File: config.mk
export PLATFORM = sky130hd
export DESIGN_NAME = ahb2apb_bridge
export DESIGN_NICKNAME = d
export VERILOG_FILES = /design/src/ahb_pkg.sv /design/src/apb_pkg.sv /design/src/apb_if.sv /design/src/ahb2apb_bridge.sv /design/src/ahb_decode.sv /design/src/ahb_result.sv /design/src/apb_execute.sv /design/src/apb_port_steer.sv
export SDC_FILE = /design/constraint.sdc
export NUM_CORES = 1
export LEC_CHECK = 0
export BUFFER_PORTS_ARGS = -buffer_cell sky130_fd_sc_hd__buf_2
export CAP_MARGIN = 30
export CORE_AREA = 5 5 123 125
export CTS_CLUSTER_DIAMETER = 100
export CTS_CLUSTER_SIZE = 10
export DETAILED_ROUTE_END_ITERATION = 8
export DIE_AREA = 0 0 128 130
export GPL_ROUTABILITY_DRIVEN = 1
export PLACE_DENSITY = 0.7
export SYNTH_ARGS = -nofsm -noshare
export SYNTH_HDL_FRONTEND = slang
export SYNTH_SLANG_ARGS = --single-unit
File: constraint.sdc
create_clock -name HCLK -period 4 [get_ports HCLK]
set_input_delay 0.2 -clock HCLK [delete_from_list [all_inputs] [get_ports HCLK]]
set_output_delay 0.2 -clock HCLK [all_outputs]
set_load 0.01 [all_outputs]
File: src/ahb_pkg.sv
/* AHB-Lite constants for the bridge front end and response logic.
   Modules refer to these with ahb_pkg:: scoping. */

package ahb_pkg;

  // --------------------
  // Data path
  // --------------------
  parameter int DATA_W = 32;  // HWDATA and HRDATA width

  // --------------------
  // Control fields
  // --------------------

  // HTRANS[1] set means NONSEQ or SEQ
  parameter int HTRANS_SEQ_BIT = 1;

  // HPROT bit positions
  parameter int HPROT_DATA_BIT = 0;  // High for data, low for opcode fetch
  parameter int HPROT_PRIV_BIT = 1;  // High for privileged access

  // Transfer size, only up to the bus width
  typedef enum logic [2:0] {
    hsize_byte = 3'b000,  // 8 bit
    hsize_half = 3'b001,  // 16 bit
    hsize_word = 3'b010   // 32 bit
  } hsize_t;

endpackage

File: src/apb_pkg.sv
/* APB side widths, PPROT bit layout and the execute FSM state type.
   Used by decode, execute, port steering and the interfaces. */

package apb_pkg;

  // --------------------
  // Bus field widths
  // --------------------
  parameter int STRB_W   = 4;  // One strobe per byte lane
  parameter int PPROT_W  = 3;
  parameter int WORD_LSB = 2;  // Byte offset bits not kept in the request

  // --------------------
  // PPROT layout
  // --------------------
  parameter int PPROT_PRIV_BIT  = 0;  // Privileged
  parameter int PPROT_NSEC_BIT  = 1;  // Non-secure, always driven low here
  parameter int PPROT_INSTR_BIT = 2;  // Instruction fetch

  // --------------------
  // Execute FSM
  // --------------------

  // wait_pclk holds a request until PCLKEN allows setup
  typedef enum logic [1:0] {
    exec_idle      = 2'b00,
    exec_wait_pclk = 2'b01,
    exec_setup     = 2'b10,  // PSEL high, PENABLE low
    exec_access    = 2'b11   // PSEL and PENABLE high
  } exec_state_t;

endpackage

File: src/apb_if.sv
/* Internal bridge interfaces. apb_req_if carries a captured request to the
   APB sequencer, apb_bus_if is the single internal APB bus before steering. */
`timescale 1ns/1ps

// Request from the AHB decode stage
interface apb_req_if #(
  parameter int ADDR_WIDTH = 32
);
  logic                                   start;  // One cycle per request
  logic [ADDR_WIDTH-apb_pkg::WORD_LSB-1:0] addr;  // Word address
  logic                                   write;
  logic [apb_pkg::STRB_W-1:0]             strb;
  logic [apb_pkg::PPROT_W-1:0]            prot;

  modport source (output start, addr, write, strb, prot);
  modport sink   (input  start, addr, write, strb, prot);
endinterface

// Internal APB bus
interface apb_bus_if #(
  parameter int ADDR_WIDTH = 32
);
  logic [ADDR_WIDTH-1:0]       paddr;
  logic                        psel;
  logic                        penable;
  logic                        pwrite;
  logic [apb_pkg::STRB_W-1:0]  pstrb;
  logic [apb_pkg::PPROT_W-1:0] pprot;
  logic [ahb_pkg::DATA_W-1:0]  pwdata;
  logic [ahb_pkg::DATA_W-1:0]  prdata;   // From the selected port
  logic                        pready;
  logic                        pslverr;

  modport master  (output paddr, psel, penable, pwrite, pstrb, pprot, pwdata,
                   input  prdata, pready, pslverr);
  modport slave   (input  paddr, psel, penable, pwrite, pstrb, pprot, pwdata,
                   output prdata, pready, pslverr);
  modport monitor (input  prdata, pslverr);  // Response capture only
endinterface

File: src/ahb2apb_bridge.sv
/* AHB-Lite to APB bridge top with two APB slave ports. PCLKEN paces the
   APB side from HCLK, PORT_SEL_BIT or addr_switch picks the port. */
`timescale 1ns/1ps

module ahb2apb_bridge #(
  parameter int ADDR_WIDTH   = 32,
  parameter int PORT_SEL_BIT = 22
) (
  input  logic                        HCLK,
  input  logic                        HRESETn,
  input  logic                        PCLKEN,       // APB clock enable
  // AHB-Lite slave
  input  logic                        HSEL,
  input  logic [ADDR_WIDTH-1:0]       HADDR,
  input  logic [1:0]                  HTRANS,
  input  ahb_pkg::hsize_t             HSIZE,
  input  logic [3:0]                  HPROT,
  input  logic                        HWRITE,
  input  logic                        HREADY,
  input  logic [ahb_pkg::DATA_W-1:0]  HWDATA,
  output logic                        HREADYOUT,
  output logic                        HRESP,
  output logic [ahb_pkg::DATA_W-1:0]  HRDATA,
  input  logic                        addr_switch,  // Force port 1
  // APB port 0
  output logic [ADDR_WIDTH-1:0]       PADDR_0,
  output logic                        PSEL_0,
  output logic                        PENABLE_0,
  output logic                        PWRITE_0,
  output logic [apb_pkg::STRB_W-1:0]  PSTRB_0,
  output logic [apb_pkg::PPROT_W-1:0] PPROT_0,
  output logic [ahb_pkg::DATA_W-1:0]  PWDATA_0,
  input  logic [ahb_pkg::DATA_W-1:0]  PRDATA_0,
  input  logic                        PREADY_0,
  input  logic                        PSLVERR_0,
  // APB port 1
  output logic [ADDR_WIDTH-1:0]       PADDR_1,
  output logic                        PSEL_1,
  output logic                        PENABLE_1,
  output logic                        PWRITE_1,
  output logic [apb_pkg::STRB_W-1:0]  PSTRB_1,
  output logic [apb_pkg::PPROT_W-1:0] PPROT_1,
  output logic [ahb_pkg::DATA_W-1:0]  PWDATA_1,
  input  logic [ahb_pkg::DATA_W-1:0]  PRDATA_1,
  input  logic                        PREADY_1,
  input  logic                        PSLVERR_1
);

  logic done;  // APB access ends this cycle
  logic busy;  // Request in flight on APB

  apb_req_if #(.ADDR_WIDTH(ADDR_WIDTH)) u_req ();
  apb_bus_if #(.ADDR_WIDTH(ADDR_WIDTH)) u_bus ();

  // --------------------
  // Datapath stages
  // --------------------
  ahb_decode #(.ADDR_WIDTH(ADDR_WIDTH)) u_decode (
    .req (u_req),
    .*
  );

  apb_execute #(.ADDR_WIDTH(ADDR_WIDTH)) u_execute (
    .req (u_req),
    .bus (u_bus),
    .*
  );

  ahb_result u_result (
    .bus (u_bus),
    .*
  );

  // Two port fan-out
  apb_port_steer #(
    .ADDR_WIDTH   (ADDR_WIDTH),
    .PORT_SEL_BIT (PORT_SEL_BIT)
  ) u_steer (
    .bus (u_bus),
    .*
  );

endmodule

File: src/ahb_decode.sv
/* AHB address phase decode. Qualifies a transfer, builds byte strobes and
   PPROT, and registers the request for the APB sequencer. */
`timescale 1ns/1ps

module ahb_decode #(
  parameter int ADDR_WIDTH = 32
) (
  input  logic                  HCLK,
  input  logic                  HRESETn,
  input  logic                  HSEL,
  input  logic                  HWRITE,
  input  logic                  HREADY,
  input  logic [ADDR_WIDTH-1:0] HADDR,
  input  logic [1:0]            HTRANS,
  input  ahb_pkg::hsize_t       HSIZE,
  input  logic [3:0]            HPROT,
  apb_req_if.source             req
);

  logic                        accept;    // Address phase taken this cycle
  logic [apb_pkg::STRB_W-1:0]  strb_nxt;
  logic [apb_pkg::PPROT_W-1:0] prot_nxt;

  assign accept = HSEL & HTRANS[ahb_pkg::HTRANS_SEQ_BIT] & HREADY;

  // --------------------
  // Byte lanes
  // --------------------
  always_comb
  begin
    case (HSIZE)
      ahb_pkg::hsize_byte: strb_nxt = 4'b0001 << HADDR[1:0];      // Single lane
      ahb_pkg::hsize_half: strb_nxt = HADDR[1] ? 4'b1100 : 4'b0011;
      default:             strb_nxt = '1;                         // Full word
    endcase
    if (!HWRITE)
      strb_nxt = '0;  // No strobes on reads
  end

  // AHB protection to APB protection
  always_comb
  begin
    prot_nxt                           = '0;
    prot_nxt[apb_pkg::PPROT_PRIV_BIT]  = HPROT[ahb_pkg::HPROT_PRIV_BIT];
    prot_nxt[apb_pkg::PPROT_NSEC_BIT]  = 1'b0;
    prot_nxt[apb_pkg::PPROT_INSTR_BIT] = ~HPROT[ahb_pkg::HPROT_DATA_BIT];
  end

  // --------------------
  // Request registers
  // --------------------
  always_ff @(posedge HCLK or negedge HRESETn)
  begin
    if (!HRESETn)
      req.start <= 1'b0;
    else
      req.start <= accept;  // Pulse one cycle after the address phase
  end

  // Fields held until the next accepted transfer
  always_ff @(posedge HCLK)
  begin
    if (accept)
    begin
      req.addr  <= HADDR[ADDR_WIDTH-1:apb_pkg::WORD_LSB];
      req.write <= HWRITE;
      req.strb  <= strb_nxt;
      req.prot  <= prot_nxt;
    end
  end

endmodule

File: src/ahb_result.sv
/* AHB response stage. Registers APB read data and turns the APB result
   into an OKAY cycle or the two cycle AHB error response. */
`timescale 1ns/1ps

module ahb_result (
  input  logic                       HCLK,
  input  logic                       HRESETn,
  input  logic                       done,
  input  logic                       busy,
  apb_bus_if.monitor                 bus,
  output logic                       HREADYOUT,
  output logic                       HRESP,
  output logic [ahb_pkg::DATA_W-1:0] HRDATA
);

  logic err1_q;  // First error cycle, ready low
  logic err2_q;  // Second error cycle, ready high

  // --------------------
  // Error sequence
  // --------------------
  always_ff @(posedge HCLK or negedge HRESETn)
  begin
    if (!HRESETn)
    begin
      err1_q <= 1'b0;
      err2_q <= 1'b0;
    end
    else
    begin
      err1_q <= done & bus.pslverr;
      err2_q <= err1_q;
    end
  end

  // Read data for the completion cycle
  always_ff @(posedge HCLK)
  begin
    if (done)
      HRDATA <= bus.prdata;
  end

  assign HREADYOUT = ~(busy | err1_q);  // Stall during APB and first error cycle
  assign HRESP     = err1_q | err2_q;

  // First error cycle always followed by the second, with ready back high
  a_err_two_cycles: assert property (@(posedge HCLK) disable iff (!HRESETn)
    (HRESP && !HREADYOUT) |=> (HRESP && HREADYOUT));

  // Ready with error only right after the first error cycle
  a_err_ready_only_second: assert property (@(posedge HCLK) disable iff (!HRESETn)
    (HRESP && HREADYOUT) |-> $past(HRESP && !HREADYOUT));

endmodule

File: src/apb_execute.sv
/* APB setup and access sequencer. Runs one APB transfer per request,
   stepping only on PCLKEN and holding access while PREADY is low. */
`timescale 1ns/1ps

module apb_execute #(
  parameter int ADDR_WIDTH = 32
) (
  input  logic                       HCLK,
  input  logic                       HRESETn,
  input  logic                       PCLKEN,
  input  logic [ahb_pkg::DATA_W-1:0] HWDATA,
  apb_req_if.sink                    req,
  apb_bus_if.master                  bus,
  output logic                       done,
  output logic                       busy
);

  apb_pkg::exec_state_t state_q;    // Registered state
  apb_pkg::exec_state_t state_cur;  // State seen this cycle
  apb_pkg::exec_state_t state_nxt;
  logic                 pclken_q;   // PCLKEN in the previous cycle

  // --------------------
  // State decode
  // --------------------

  // The start cycle already acts as setup when PCLKEN was high in the
  // accepting cycle, which saves a cycle on the AHB side
  always_comb
  begin
    state_cur = state_q;
    if (state_q == apb_pkg::exec_idle && req.start)
      state_cur = pclken_q ? apb_pkg::exec_setup : apb_pkg::exec_wait_pclk;
  end

  assign done = (state_cur == apb_pkg::exec_access) & bus.pready & PCLKEN;
  assign busy = (state_q != apb_pkg::exec_idle) | req.start;

  always_comb
  begin
    state_nxt = state_cur;
    case (state_cur)
      apb_pkg::exec_wait_pclk:
      begin
        if (PCLKEN)
          state_nxt = apb_pkg::exec_setup;   // APB edge reached
      end
      apb_pkg::exec_setup:
      begin
        if (PCLKEN)
          state_nxt = apb_pkg::exec_access;
      end
      apb_pkg::exec_access:
      begin
        if (done)
          state_nxt = apb_pkg::exec_idle;    // Response stage completes AHB
      end
      default:
        state_nxt = apb_pkg::exec_idle;
    endcase
  end

  always_ff @(posedge HCLK or negedge HRESETn)
  begin
    if (!HRESETn)
    begin
      state_q  <= apb_pkg::exec_idle;
      pclken_q <= 1'b0;
    end
    else
    begin
      state_q  <= state_nxt;
      pclken_q <= PCLKEN;
    end
  end

  // --------------------
  // APB bus outputs
  // --------------------
  assign bus.psel    = (state_cur == apb_pkg::exec_setup) |
                       (state_cur == apb_pkg::exec_access);
  assign bus.penable = (state_cur == apb_pkg::exec_access);
  assign bus.paddr   = ADDR_WIDTH'({req.addr, {apb_pkg::WORD_LSB{1'b0}}});
  assign bus.pwrite  = req.write;
  assign bus.pstrb   = req.strb;
  assign bus.pprot   = req.prot;
  assign bus.pwdata  = HWDATA;  // Data phase value, stable while stalled

  // Every access cycle sits in an APB transfer that began with a setup cycle
  a_enable_after_setup: assert property (@(posedge HCLK) disable iff (!HRESETn)
    bus.penable |-> (bus.psel && $past(bus.psel)));

  // PSEL drops in the cycle after done, no new request overlaps it
  a_psel_drops_after_done: assert property (@(posedge HCLK) disable iff (!HRESETn)
    done |=> !bus.psel);

endmodule

File: src/apb_port_steer.sv
/* Steers the internal APB bus to slave port 0 or 1 by address bit or by
   addr_switch, and returns the response of the selected port. */
`timescale 1ns/1ps

module apb_port_steer #(
  parameter int ADDR_WIDTH   = 32,
  parameter int PORT_SEL_BIT = 22
) (
  apb_bus_if.slave                    bus,
  input  logic                        addr_switch,
  output logic                        PSEL_0,
  output logic                        PSEL_1,
  output logic                        PENABLE_0,
  output logic                        PENABLE_1,
  output logic                        PWRITE_0,
  output logic                        PWRITE_1,
  output logic [ADDR_WIDTH-1:0]       PADDR_0,
  output logic [ADDR_WIDTH-1:0]       PADDR_1,
  output logic [apb_pkg::STRB_W-1:0]  PSTRB_0,
  output logic [apb_pkg::STRB_W-1:0]  PSTRB_1,
  output logic [apb_pkg::PPROT_W-1:0] PPROT_0,
  output logic [apb_pkg::PPROT_W-1:0] PPROT_1,
  output logic [ahb_pkg::DATA_W-1:0]  PWDATA_0,
  output logic [ahb_pkg::DATA_W-1:0]  PWDATA_1,
  input  logic [ahb_pkg::DATA_W-1:0]  PRDATA_0,
  input  logic [ahb_pkg::DATA_W-1:0]  PRDATA_1,
  input  logic                        PREADY_0,
  input  logic                        PREADY_1,
  input  logic                        PSLVERR_0,
  input  logic                        PSLVERR_1
);

  logic sel1;  // Port 1 chosen

  assign sel1 = bus.paddr[PORT_SEL_BIT] | addr_switch;

  // Select and write qualified per port
  assign PSEL_0   = bus.psel & ~sel1;
  assign PSEL_1   = bus.psel & sel1;
  assign PWRITE_0 = PSEL_0 & bus.pwrite;
  assign PWRITE_1 = PSEL_1 & bus.pwrite;

  // Shared request fields
  assign PENABLE_0 = bus.penable;
  assign PENABLE_1 = bus.penable;
  assign PADDR_0   = bus.paddr;
  assign PADDR_1   = bus.paddr;
  assign PSTRB_0   = bus.pstrb;
  assign PSTRB_1   = bus.pstrb;
  assign PPROT_0   = bus.pprot;
  assign PPROT_1   = bus.pprot;
  assign PWDATA_0  = bus.pwdata;
  assign PWDATA_1  = bus.pwdata;

  // --------------------
  // Response mux
  // --------------------
  assign bus.prdata  = sel1 ? PRDATA_1  : PRDATA_0;
  assign bus.pready  = sel1 ? PREADY_1  : PREADY_0;
  assign bus.pslverr = sel1 ? PSLVERR_1 : PSLVERR_0;

  // One slave port at a time
  always_comb
  begin
    a_one_port: assert (!(PSEL_0 && PSEL_1));
  end

endmodule

# After elaboration in Yosys (flattened, before gate mapping)
# Cells that the tools add are included.
# word_totals
regBits	75
latchBits	0
ramBits	0
mem_bits_ro	0
in_bits	148
out_inout_bits	182
word_cells	47
mem_count	0
# op_classes
add_sub_neg	0
n_mul	0
div	0
n_lt_le_gt_ge	0
eq_ne	4
shift	1
n_mux	11
bitwise	17
n_reduce_logical	4
# op_table
op	n
$mux W32	1
$mux W2	5
$and A1 B1 Y1	9
$pmux W4 S2	1
$pmux W2 S3	1
$or A1 B1 Y1	5
$eq A2 B2 Y1 const B	2
$mux W4	1
$shl A1 B2 Y4 const A	1
$eq A3 B1 Y1 const B	1
$logic_not A3 Y1	1
$not A1 Y1	3
$eq A2 B1 Y1 const B	1
$logic_not A2 Y1	1
$mux W1	2
$reduce_bool A2 Y1	1
$logic_and A1 B1 Y1	1

# Logic depth before layout (Yosys ltp)
# Gate-level depths: netlist (run 1).
# depth
word_depth	8
ltp_mapped	4
ltp_nobuf	3

# Hierarchy
# A second synthesis (run 1) with hierarchy kept.
# unflattened
cells_unflattened	364
area_unflattened_um2	4583.1
# modules_own_cells
module	instances	cells_each	area_each_um2	seq_area_each_um2
apb_port_steer	1	187	1644.1	0.0
ahb_decode	1	51	1206.2	1136.1
ahb_result	1	37	1027.2	1011.0
apb_execute	1	89	705.7	75.1

# Least setup slack after synthesis (run 1)
# No wires, ideal clock.
# synth_path
path_type	reg2reg
startpoint	reg u_decode.req.addr[20]
endpoint	reg u_result.HRDATA[0] (netlist name), enable pin
setup_ns	0.421
arrival_time_ns	2.257
path_slack_ns	1.322
stages_incl_launch_ff	4
path_buffers	0
cell_sequence	edfxtp_1 -> nor2_4 -> mux2i_1 -> nor2_1
# synth_via
elab_chain_len	4
# synth_lines
element	line_no	rtl
start, declared	apb_if.sv:15	modport source (output start, addr, write, strb, prot);
start signal, assigned	ahb_decode.sv:65	req.addr <= HADDR[ADDR_WIDTH-1:apb_pkg::WORD_LSB];
$or A1 B1 Y1	apb_port_steer.sv:35	assign sel1 = bus.paddr[PORT_SEL_BIT] | addr_switch;
$mux W1	apb_port_steer.sv:59	assign bus.pready = sel1 ? PREADY_1 : PREADY_0;
$and A1 B1 Y1 (2 in a row)	apb_execute.sv:36	assign done = (state_cur == apb_pkg::exec_access) & bus.pready & PCLKEN;
named net done	ahb2apb_bridge.sv:49	logic done;
end signal, assigned	ahb_result.sv:40	HRDATA <= bus.prdata;
end, declared	ahb_result.sv:13	output logic [ahb_pkg::DATA_W-1:0] HRDATA
# The timed path passes the listed nets, and every way through them passes these cells.
# A chain may end at the register's enable or synchronous reset.

# Worst setup path after layout (run 1)
# layout_path
startpoint	reg u_decode.req.addr[20]
endpoint	reg u_result.HRDATA[20] (netlist name), enable pin
# The elaborated chain is that of the path after synthesis.

==> impl_metrics.py, run 1 <==
metrics = {
    "detailed_routing": {
        "ant_nets": 0,
        "vias": 2280,
        "avgViaCountPerCell": 3.97,
        "dr.pass1.iters": 4,
        "wl_per_cell_um": 15.3,
        "drtIter0Drc": 95,
        "drc": 0,
        "wirelength_mm": 8.81,
    },
    "clock_tree": {
        "cts_resized": 0,
        "cts_buffers": 9,
        "h-tree-depth": 3,
        "cts_tree": "built",
        "cts_hold_buf": 1,
        "clk_latency_ns": 0.33,
        "clock_tree.buffer_depth": 2,
        "clkTransAtPathRegs_ns": 0.06,
        "cts_root_buffer": "clkbuf_16",
        "cts_sinks": 75,
        "post_cts_buffers": 0,
    },
    "critical_path": {
        "regToRegSetupSlack_ns": 2.08,
        "required_ns": 3.95,
        "r2r_start": "u_decode.req.addr[20]",
        "critPathKind": "register to register",
        "cp-end-kind": "register",
        "regToRegEndpoint": "u_result.HRDATA[20]",
        "rr_worst_depth": 3,
        "worstPathMaxFanout": 32,
        "startpoint_type": "register",
        "crit_arrival_ns": 1.87,
    },
    "grt": {
        "grt_use_met1": 0.103,
        "antenna_found_initial": 1,
        "grt.overflow.total": 0,
        "track_usage": 0.0969,
        "grt_pass1_wl_mm": 12.3,
        "grt_max_degree": 39,
        "grt_use_met2": 0.168,
        "grt.busiest_layer": "met2",
        "grt_use_met3": 0.0311,
        "grt_pass1_vias": 2325,
    },
    "logic_synthesis": {
        "synth.area.top_cells": "edfxtp_1 (57%), buf_4 (23%), mux2_2 (9.9%)",
        "synth_area_mm2": 0.00365,
        "synth-seq-cells": 75,
        "avgSynthCellArea_um2": 14.2,
        "synth_ff_type": "edfxtp_1",
        "yosys.area.top_type": "edfxtp_1",
        "netlist.area_leader.share": 0.567,
        "synth_cell_type_count": 32,
        "synth-seq-area-share": 0.608,
        "ys_warn_count": 0,
        "synth_edf_count": 69,
        "synthArstFlopShare": 0.0800,
        "netlist_instances": 257,
    },
    "timing": {
        "finalSetupViolCount": 0,
        "fin_crit_sh": 0.480,
        "finalClockSkew_ns": 0.00805,
        "slew_violations": 0,
        "hold_violations": 0,
        "fmax_ghz": 0.521,
        "rsz0062_at_grt": "false",
        "fin_crit_ns": 1.92,
        "fin_tns_setup_ns": 0,
        "worst_slew_pin_slew_ns": 0.914,
        "slew-limit-headroom": 0.389,
    },
    "cells_and_area": {
        "postLayoutCellArea_mm2": 0.00452,
        "layout.cells.non_filler": 574,
        "final_common_cell": "buf_2",
        "fin_nets": 537,
        "final_layout_size_suffix_gt1_frac": 0.701,
        "nFillCells": 1385,
        "area_growth_pct": 23.7,
        "final_cell_mix": "buf_2 (224), edfxtp_1 (69), mux2_2 (32)",
        "diodes": 0,
    },
    "floorplanning": {
        "rows": 43,
        "die_h_um": 130,
        "num_io_pins": 330,
        "die-area_mm2": 0.0166,
        "start_util": 0.265,
        "core_mm2": 0.0138,
        "die_x_um": 128,
    },
    "placed_design": {
        "dp.cells": 557,
        "gp_congestion": 0.786,
        "post_dp_cell_area_mm2": 0.00421,
        "hpwl_mm": 7.13,
        "io_buffers": 224,
    },
    "power": {
        "seq_power_share": 0.462,
        "ir_drop_mv": 0.200,
        "power_leakage_nw": 1.99,
        "netSwitchingPower_mw": 0.526,
        "power.density_mw_per_mm2": 465,
        "p_int_mw": 1.58,
        "clockPowerShare": 0.382,
        "combPwrFrac": 0.156,
        "switching_share": 0.250,
    },
    "min_path": {
        "min_from": "HADDR[22]",
        "hold_depth": 1,
        "min_to": "u_decode.req.addr[20]",
        "worstHoldPathType": "input pin to register",
    },
    "run_status": {
        "status": "finished clean",
    },
    "job": {
        "cap_violations": 0,
    },
}
[layout make-up]
cell class	count	area, um2	share of cell area
Clock buffer	9	225	0.0498
Timing Repair Buffer	226	1140	0.252
Multi-Input combinational cell	73	619	0.137
Tap cell	180	225	0.0498
Inverter	4	15.0	0.00332
Sequential cell	75	2220	0.491
Clock inverter	7	76.3	0.0169
[flip-flops by register name, summed over array words and instances (netlist names)]
signal	cells
u_decode.req.addr	30
u_decode.req.prot	2
u_decode.req.start	1
u_decode.req.strb	4
u_decode.req.write	1
u_execute.pclken_q	1
u_execute.state_q	2
u_result.HRDATA	32
u_result.err1_q	1
u_result.err2_q	1
[how the worst max path moves through the flow]
stage                                     end                   from
after floorplan            u_result.HRDATA[0]  u_decode.req.addr[20]
after global placement    u_result.HRDATA[24]  u_decode.req.addr[20]
after detailed placement  u_result.HRDATA[20]  u_decode.req.addr[20]
after CTS                 u_result.HRDATA[20]  u_decode.req.addr[20]
after global routing      u_result.HRDATA[20]   u_execute.state_q[0]
final                     u_result.HRDATA[20]  u_decode.req.addr[20]
[critical path: stages, from the launching register on]
cell	delay, ns
edfxtp_1	0.47
nor2_4	0.13
mux2i_1	0.16
nor2_4	0.74
[per-layer routing]
metal | vias up | wire length, um
met1 | 1033 | 3000
li1 | 1055 | -
met2 | 158 | 4500
met5 | - | 12
met4 | 2 | 245
met3 | 32 | 1050
[synthesized netlist by cell type, drive strengths merged (2+ instances only)]
cell type,n
o21ai,4
mux2,32
a21boi,2
dfrtp,6
edfxtp,69
nor2,5
and2,2
inv,4
a21oi,2
buf,110
[per-stage QoR]
stage | setup slack, ns | total power [mW] | hold WS (ns) | util
floorplan | 1.32 | 1.24 | -0.0956 | -
global placement | 2.10 | 1.31 | 0.0254 | 0.306
detailed placement | 2.05 | 1.32 | 0.0335 | 0.306
CTS | 2.03 | 2.14 | 0.0153 | 0.328
global route | 1.94 | 2.21 | 0.0206 | 0.328
finish | 2.08 | 2.10 | 0.0421 | 0.328
[power groups by stage]
stage	clock, mW	sequential, mW	combinational (mW)
after global routing	0.873	0.978	0.357
after detailed placement	0	0.987	0.332
after global placement	0	0.982	0.325
after floorplan	0	1.01	0.230
final	0.804	0.971	0.328
after CTS	0.839	0.971	0.334
[cell families (layout without fill, tap and decap cells)]
family / Yosys count / count (layout) / synth area share
buffers and inverters: 114 / 246 / 0.230
flip-flops: 75 / 75 / 0.608
multiplexers: 33 / 33 / 0.101
AND/OR/NAND/NOR: 18 / 18 / 0.0301
AO/OA/AOI/OAI: 16 / 16 / 0.0294
other: 1 / 6 / 0.00103
Power figures use the tool's default switching activity.
==> inputs of run 2 (changes only) <==
--- a/config.mk
+++ b/config.mk
@@ -5,15 +5,16 @@
 export SDC_FILE = /design/constraint.sdc
 export NUM_CORES = 1
 export LEC_CHECK = 0
+export ABC_AREA = 1
 export BUFFER_PORTS_ARGS = -buffer_cell sky130_fd_sc_hd__buf_2
 export CAP_MARGIN = 30
-export CORE_AREA = 5 5 123 125
+export CORE_AREA = 5 5 124 126
 export CTS_CLUSTER_DIAMETER = 100
 export CTS_CLUSTER_SIZE = 10
 export DETAILED_ROUTE_END_ITERATION = 8
-export DIE_AREA = 0 0 128 130
+export DIE_AREA = 0 0 129 131
 export GPL_ROUTABILITY_DRIVEN = 1
-export PLACE_DENSITY = 0.7
+export PLACE_DENSITY = 0.72
 export SYNTH_ARGS = -nofsm -noshare
 export SYNTH_HDL_FRONTEND = slang
 export SYNTH_SLANG_ARGS = --single-unit
==> constraint.sdc (replaced) <==
create_clock -name HCLK -period 1.7 [get_ports HCLK]
set_input_delay 0.085 -clock HCLK [delete_from_list [all_inputs] [get_ports HCLK]]
set_output_delay 0.085 -clock HCLK [all_outputs]
set_load 0.01 [all_outputs]
==> run 2 against run 1 <==
Net effect: synthesized area up 0.86%; sequential share of layout area down 5.9 points; non-clock buffer count up 57.
==> impl_metrics.py, run 2 <==
metrics = {
    "detailed_routing": {
        "avgViaCountPerCell": 3.95,
        "wl_per_cell_um": 16.4,
        "dr.pass1.iters": 6,
        "vias": 2806,
        "drtIter0Drc": 89,
        "wirelength_mm": 11.6,
        "ant_nets": 0,
        "drc": 0,
    },
    "logic_synthesis": {
        "synth_xor_area_frac": 0,
        "synthAdderAreaFrac": 0,
        "yosys.area.top_type": "edfxtp_1",
        "yosys.area_share.simple": 0.134,
        "ys_top_cells_by_count": "buf_4 (110), nand2_1 (104), edfxtp_1 (69)",
        "synth_ff_type": "edfxtp_1",
        "netlist.area_leader.share": 0.562,
        "synth_compound_area_frac": 0.0190,
        "avgSynthCellArea_um2": 11.0,
        "synth_top_family_by_area": "buffers and inverters",
        "synth.area.top_cells": "edfxtp_1 (56%), buf_4 (22%), nand2_1 (11%)",
        "synth-seq-cells": 75,
        "synth_area_mm2": 0.00369,
        "netlist_instances": 336,
        "yosys.cell_count.top_type": "buf_4",
        "synth_edf_count": 69,
        "synthArstFlopShare": 0.0800,
        "synth-seq-area-share": 0.603,
        "synth_cell_type_count": 23,
        "ys_warn_count": 0,
        "synthMuxAreaShare": 0,
    },
    "cells_and_area": {
        "largestRegisters": "u_result.HRDATA: 32 flops, u_decode.req.addr: 30 flops, u_decode.req.strb: 4 flops",
        "final-seq-area_mm2": 0.00222,
        "final_common_cell": "buf_2",
        "final_cell_mix": "buf_2 (224), nand2_1 (104), edfxtp_1 (69)",
        "area_growth_pct": 39.5,
        "diodes": 0,
        "final_layout_size_suffix_gt1_frac": 0.477,
        "nFillCells": 1398,
        "fin_nets": 670,
        "multi_input_area_um2": 588,
        "regMostFlops": "u_result.HRDATA",
        "largest_reg_flops": 32,
    },
    "power": {
        "power_leakage_nw": 2.46,
        "p_total_mw": 5.22,
        "ir_drop_mv": 0.573,
        "power.density_mw_per_mm2": 1020,
    },
    "floorplanning": {
        "die-area_mm2": 0.0169,
        "die_h_um": 131,
        "num_io_pins": 330,
        "core_mm2": 0.0142,
        "rows": 44,
        "die_x_um": 129,
        "start_util": 0.260,
    },
    "timing": {
        "setup_slack_ns": 0.0977,
        "fmax_ghz": 0.624,
        "slew_violations": 0,
        "hold_violations": 0,
        "finalSetupViolCount": 0,
        "fin_crit_sh": 0.943,
        "fin_tns_setup_ns": 0,
        "rsz0062_at_grt": "false",
        "finalClockSkew_ns": 0.00404,
        "fin_crit_ns": 1.60,
    },
    "grt": {
        "grt_pass1_vias": 2637,
        "grt_pass1_wl_mm": 15.3,
        "grt.overflow.total": 0,
        "antenna_found_initial": 0,
        "track_usage": 0.127,
        "grt_max_degree": 39,
    },
    "critical_path": {
        "slowest_delay_ns": 0.50,
        "regToRegSetupSlack_ns": 0.1,
        "crit_chain": "nor2_8 -> buf_6 -> nor3_1 -> buf_2",
        "r2r_start": "u_decode.req.addr[20]",
        "required_ns": 1.62,
        "regToRegEndpoint": "u_result.HRDATA[11]",
        "startpoint_type": "register",
        "crit_arrival_ns": 1.52,
        "critPathKind": "register to primary output",
        "cp-end-kind": "primary output",
        "crit_slowest_cell": "edfxtp_1",
        "worstPathMaxFanout": 35,
        "rr_worst_depth": 6,
    },
    "min_path": {
        "min_to": "u_result.HRDATA[12]",
        "hold_depth": 3,
        "worstHoldPathType": "input pin to register",
        "min_from": "PRDATA_1[12]",
    },
    "placed_design": {
        "io_buffers": 224,
        "hpwl_mm": 8.91,
        "post-place-ws_ns": 0.254,
        "gp_congestion": 0.751,
    },
    "clock_tree": {
        "clk_latency_ns": 0.33,
        "cts_tree": "built",
        "clkTransAtPathRegs_ns": 0.06,
        "cts_buffers": 9,
        "h-tree-depth": 3,
        "cts_sinks": 75,
        "cts_root_buffer": "clkbuf_16",
        "clock_tree.buffer_depth": 2,
    },
    "run_status": {
        "status": "finished clean",
    },
    "job": {
        "cap_violations": 0,
    },
}
==> run 2: what timing repair did <==
| action | CTS | global route |
|---|---|---|
| hold endpoints to repair | 55 | 0 |
| buffers inserted | 1 | 0 |
| gates resized for setup | 1 | 1 |
| hold buffers | 54 | 0 |
| setup endpoints to repair | 3 | 1 |
==> run 2: how the worst max path moves through the flow <==
stage	from	end	slack [ns]	cells past startpoint
after CTS	u_decode.req.addr[20]	u_result.HRDATA[9]	0.04	6
after floorplan	u_decode.req.addr[20]	u_result.HRDATA[0]	0.05	5
final	u_decode.req.addr[20]	PWRITE_1	0.1	4
after global routing	u_decode.req.addr[20]	PWRITE_1	0.007	4
after detailed placement	u_decode.req.addr[20]	u_result.HRDATA[9]	0.25	6
after global placement	u_decode.req.addr[20]	u_result.HRDATA[13]	0.26	6
==> run 2: area by class of cell <==
| cell class | count | area share |
|---|---|---|
| flip-flops and latches | 75 | 0.432 |
| repair buffers | 283 | 0.336 |
| multi-input cells | 139 | 0.114 |
| well taps | 184 | 0.0448 |
| clock buffers | 9 | 0.0438 |
| clock inverters | 6 | 0.0175 |
| inverters | 14 | 0.0112 |
==> run 2: power by group <==
part | internal, mW | switching, mW | leakage, nW
logic | 0.429 | 0.499 | 1.60
clock network | 1.28 | 0.732 | 0.152
registers | 2.20 | 0.0753 | 0.707
==> run 2: cell families (layout without fill, tap and decap cells) <==
logic type / Yosys count / count (layout)
other cells: 1 / 6
buf+inv: 127 / 312
compound gates: 12 / 12
flops: 75 / 75
simple gates: 121 / 121
==> run 2: critical path, delay by kind of cell, from the launching register on <==
kind / cells / cell delay, ns
flops: 1 / 0.50
buf+inv: 2 / 0.43
simple gates: 2 / 0.25
==> run 2: through the flow <==
step,cells,hold slack [ns],instance area [um2],utilization
global route,710,0.00148,5140,0.362
global placement,641,-0.0874,4280,0.301
detailed placement,641,-0.0874,4280,0.301
floorplan,341,-0.211,3700,-
CTS,710,0.000350,5140,0.362
finish,710,0.0210,5140,0.362
==> run 2: routing by layer <==
layer	GRT usage	vias to the layer above	part of all wire
met5	0	-	0
met4	0.0562	0	0.020
met3	0.0646	14	0.14
met2	0.242	224	0.55
met1	0.109	1221	0.29
li1	-	1347	-
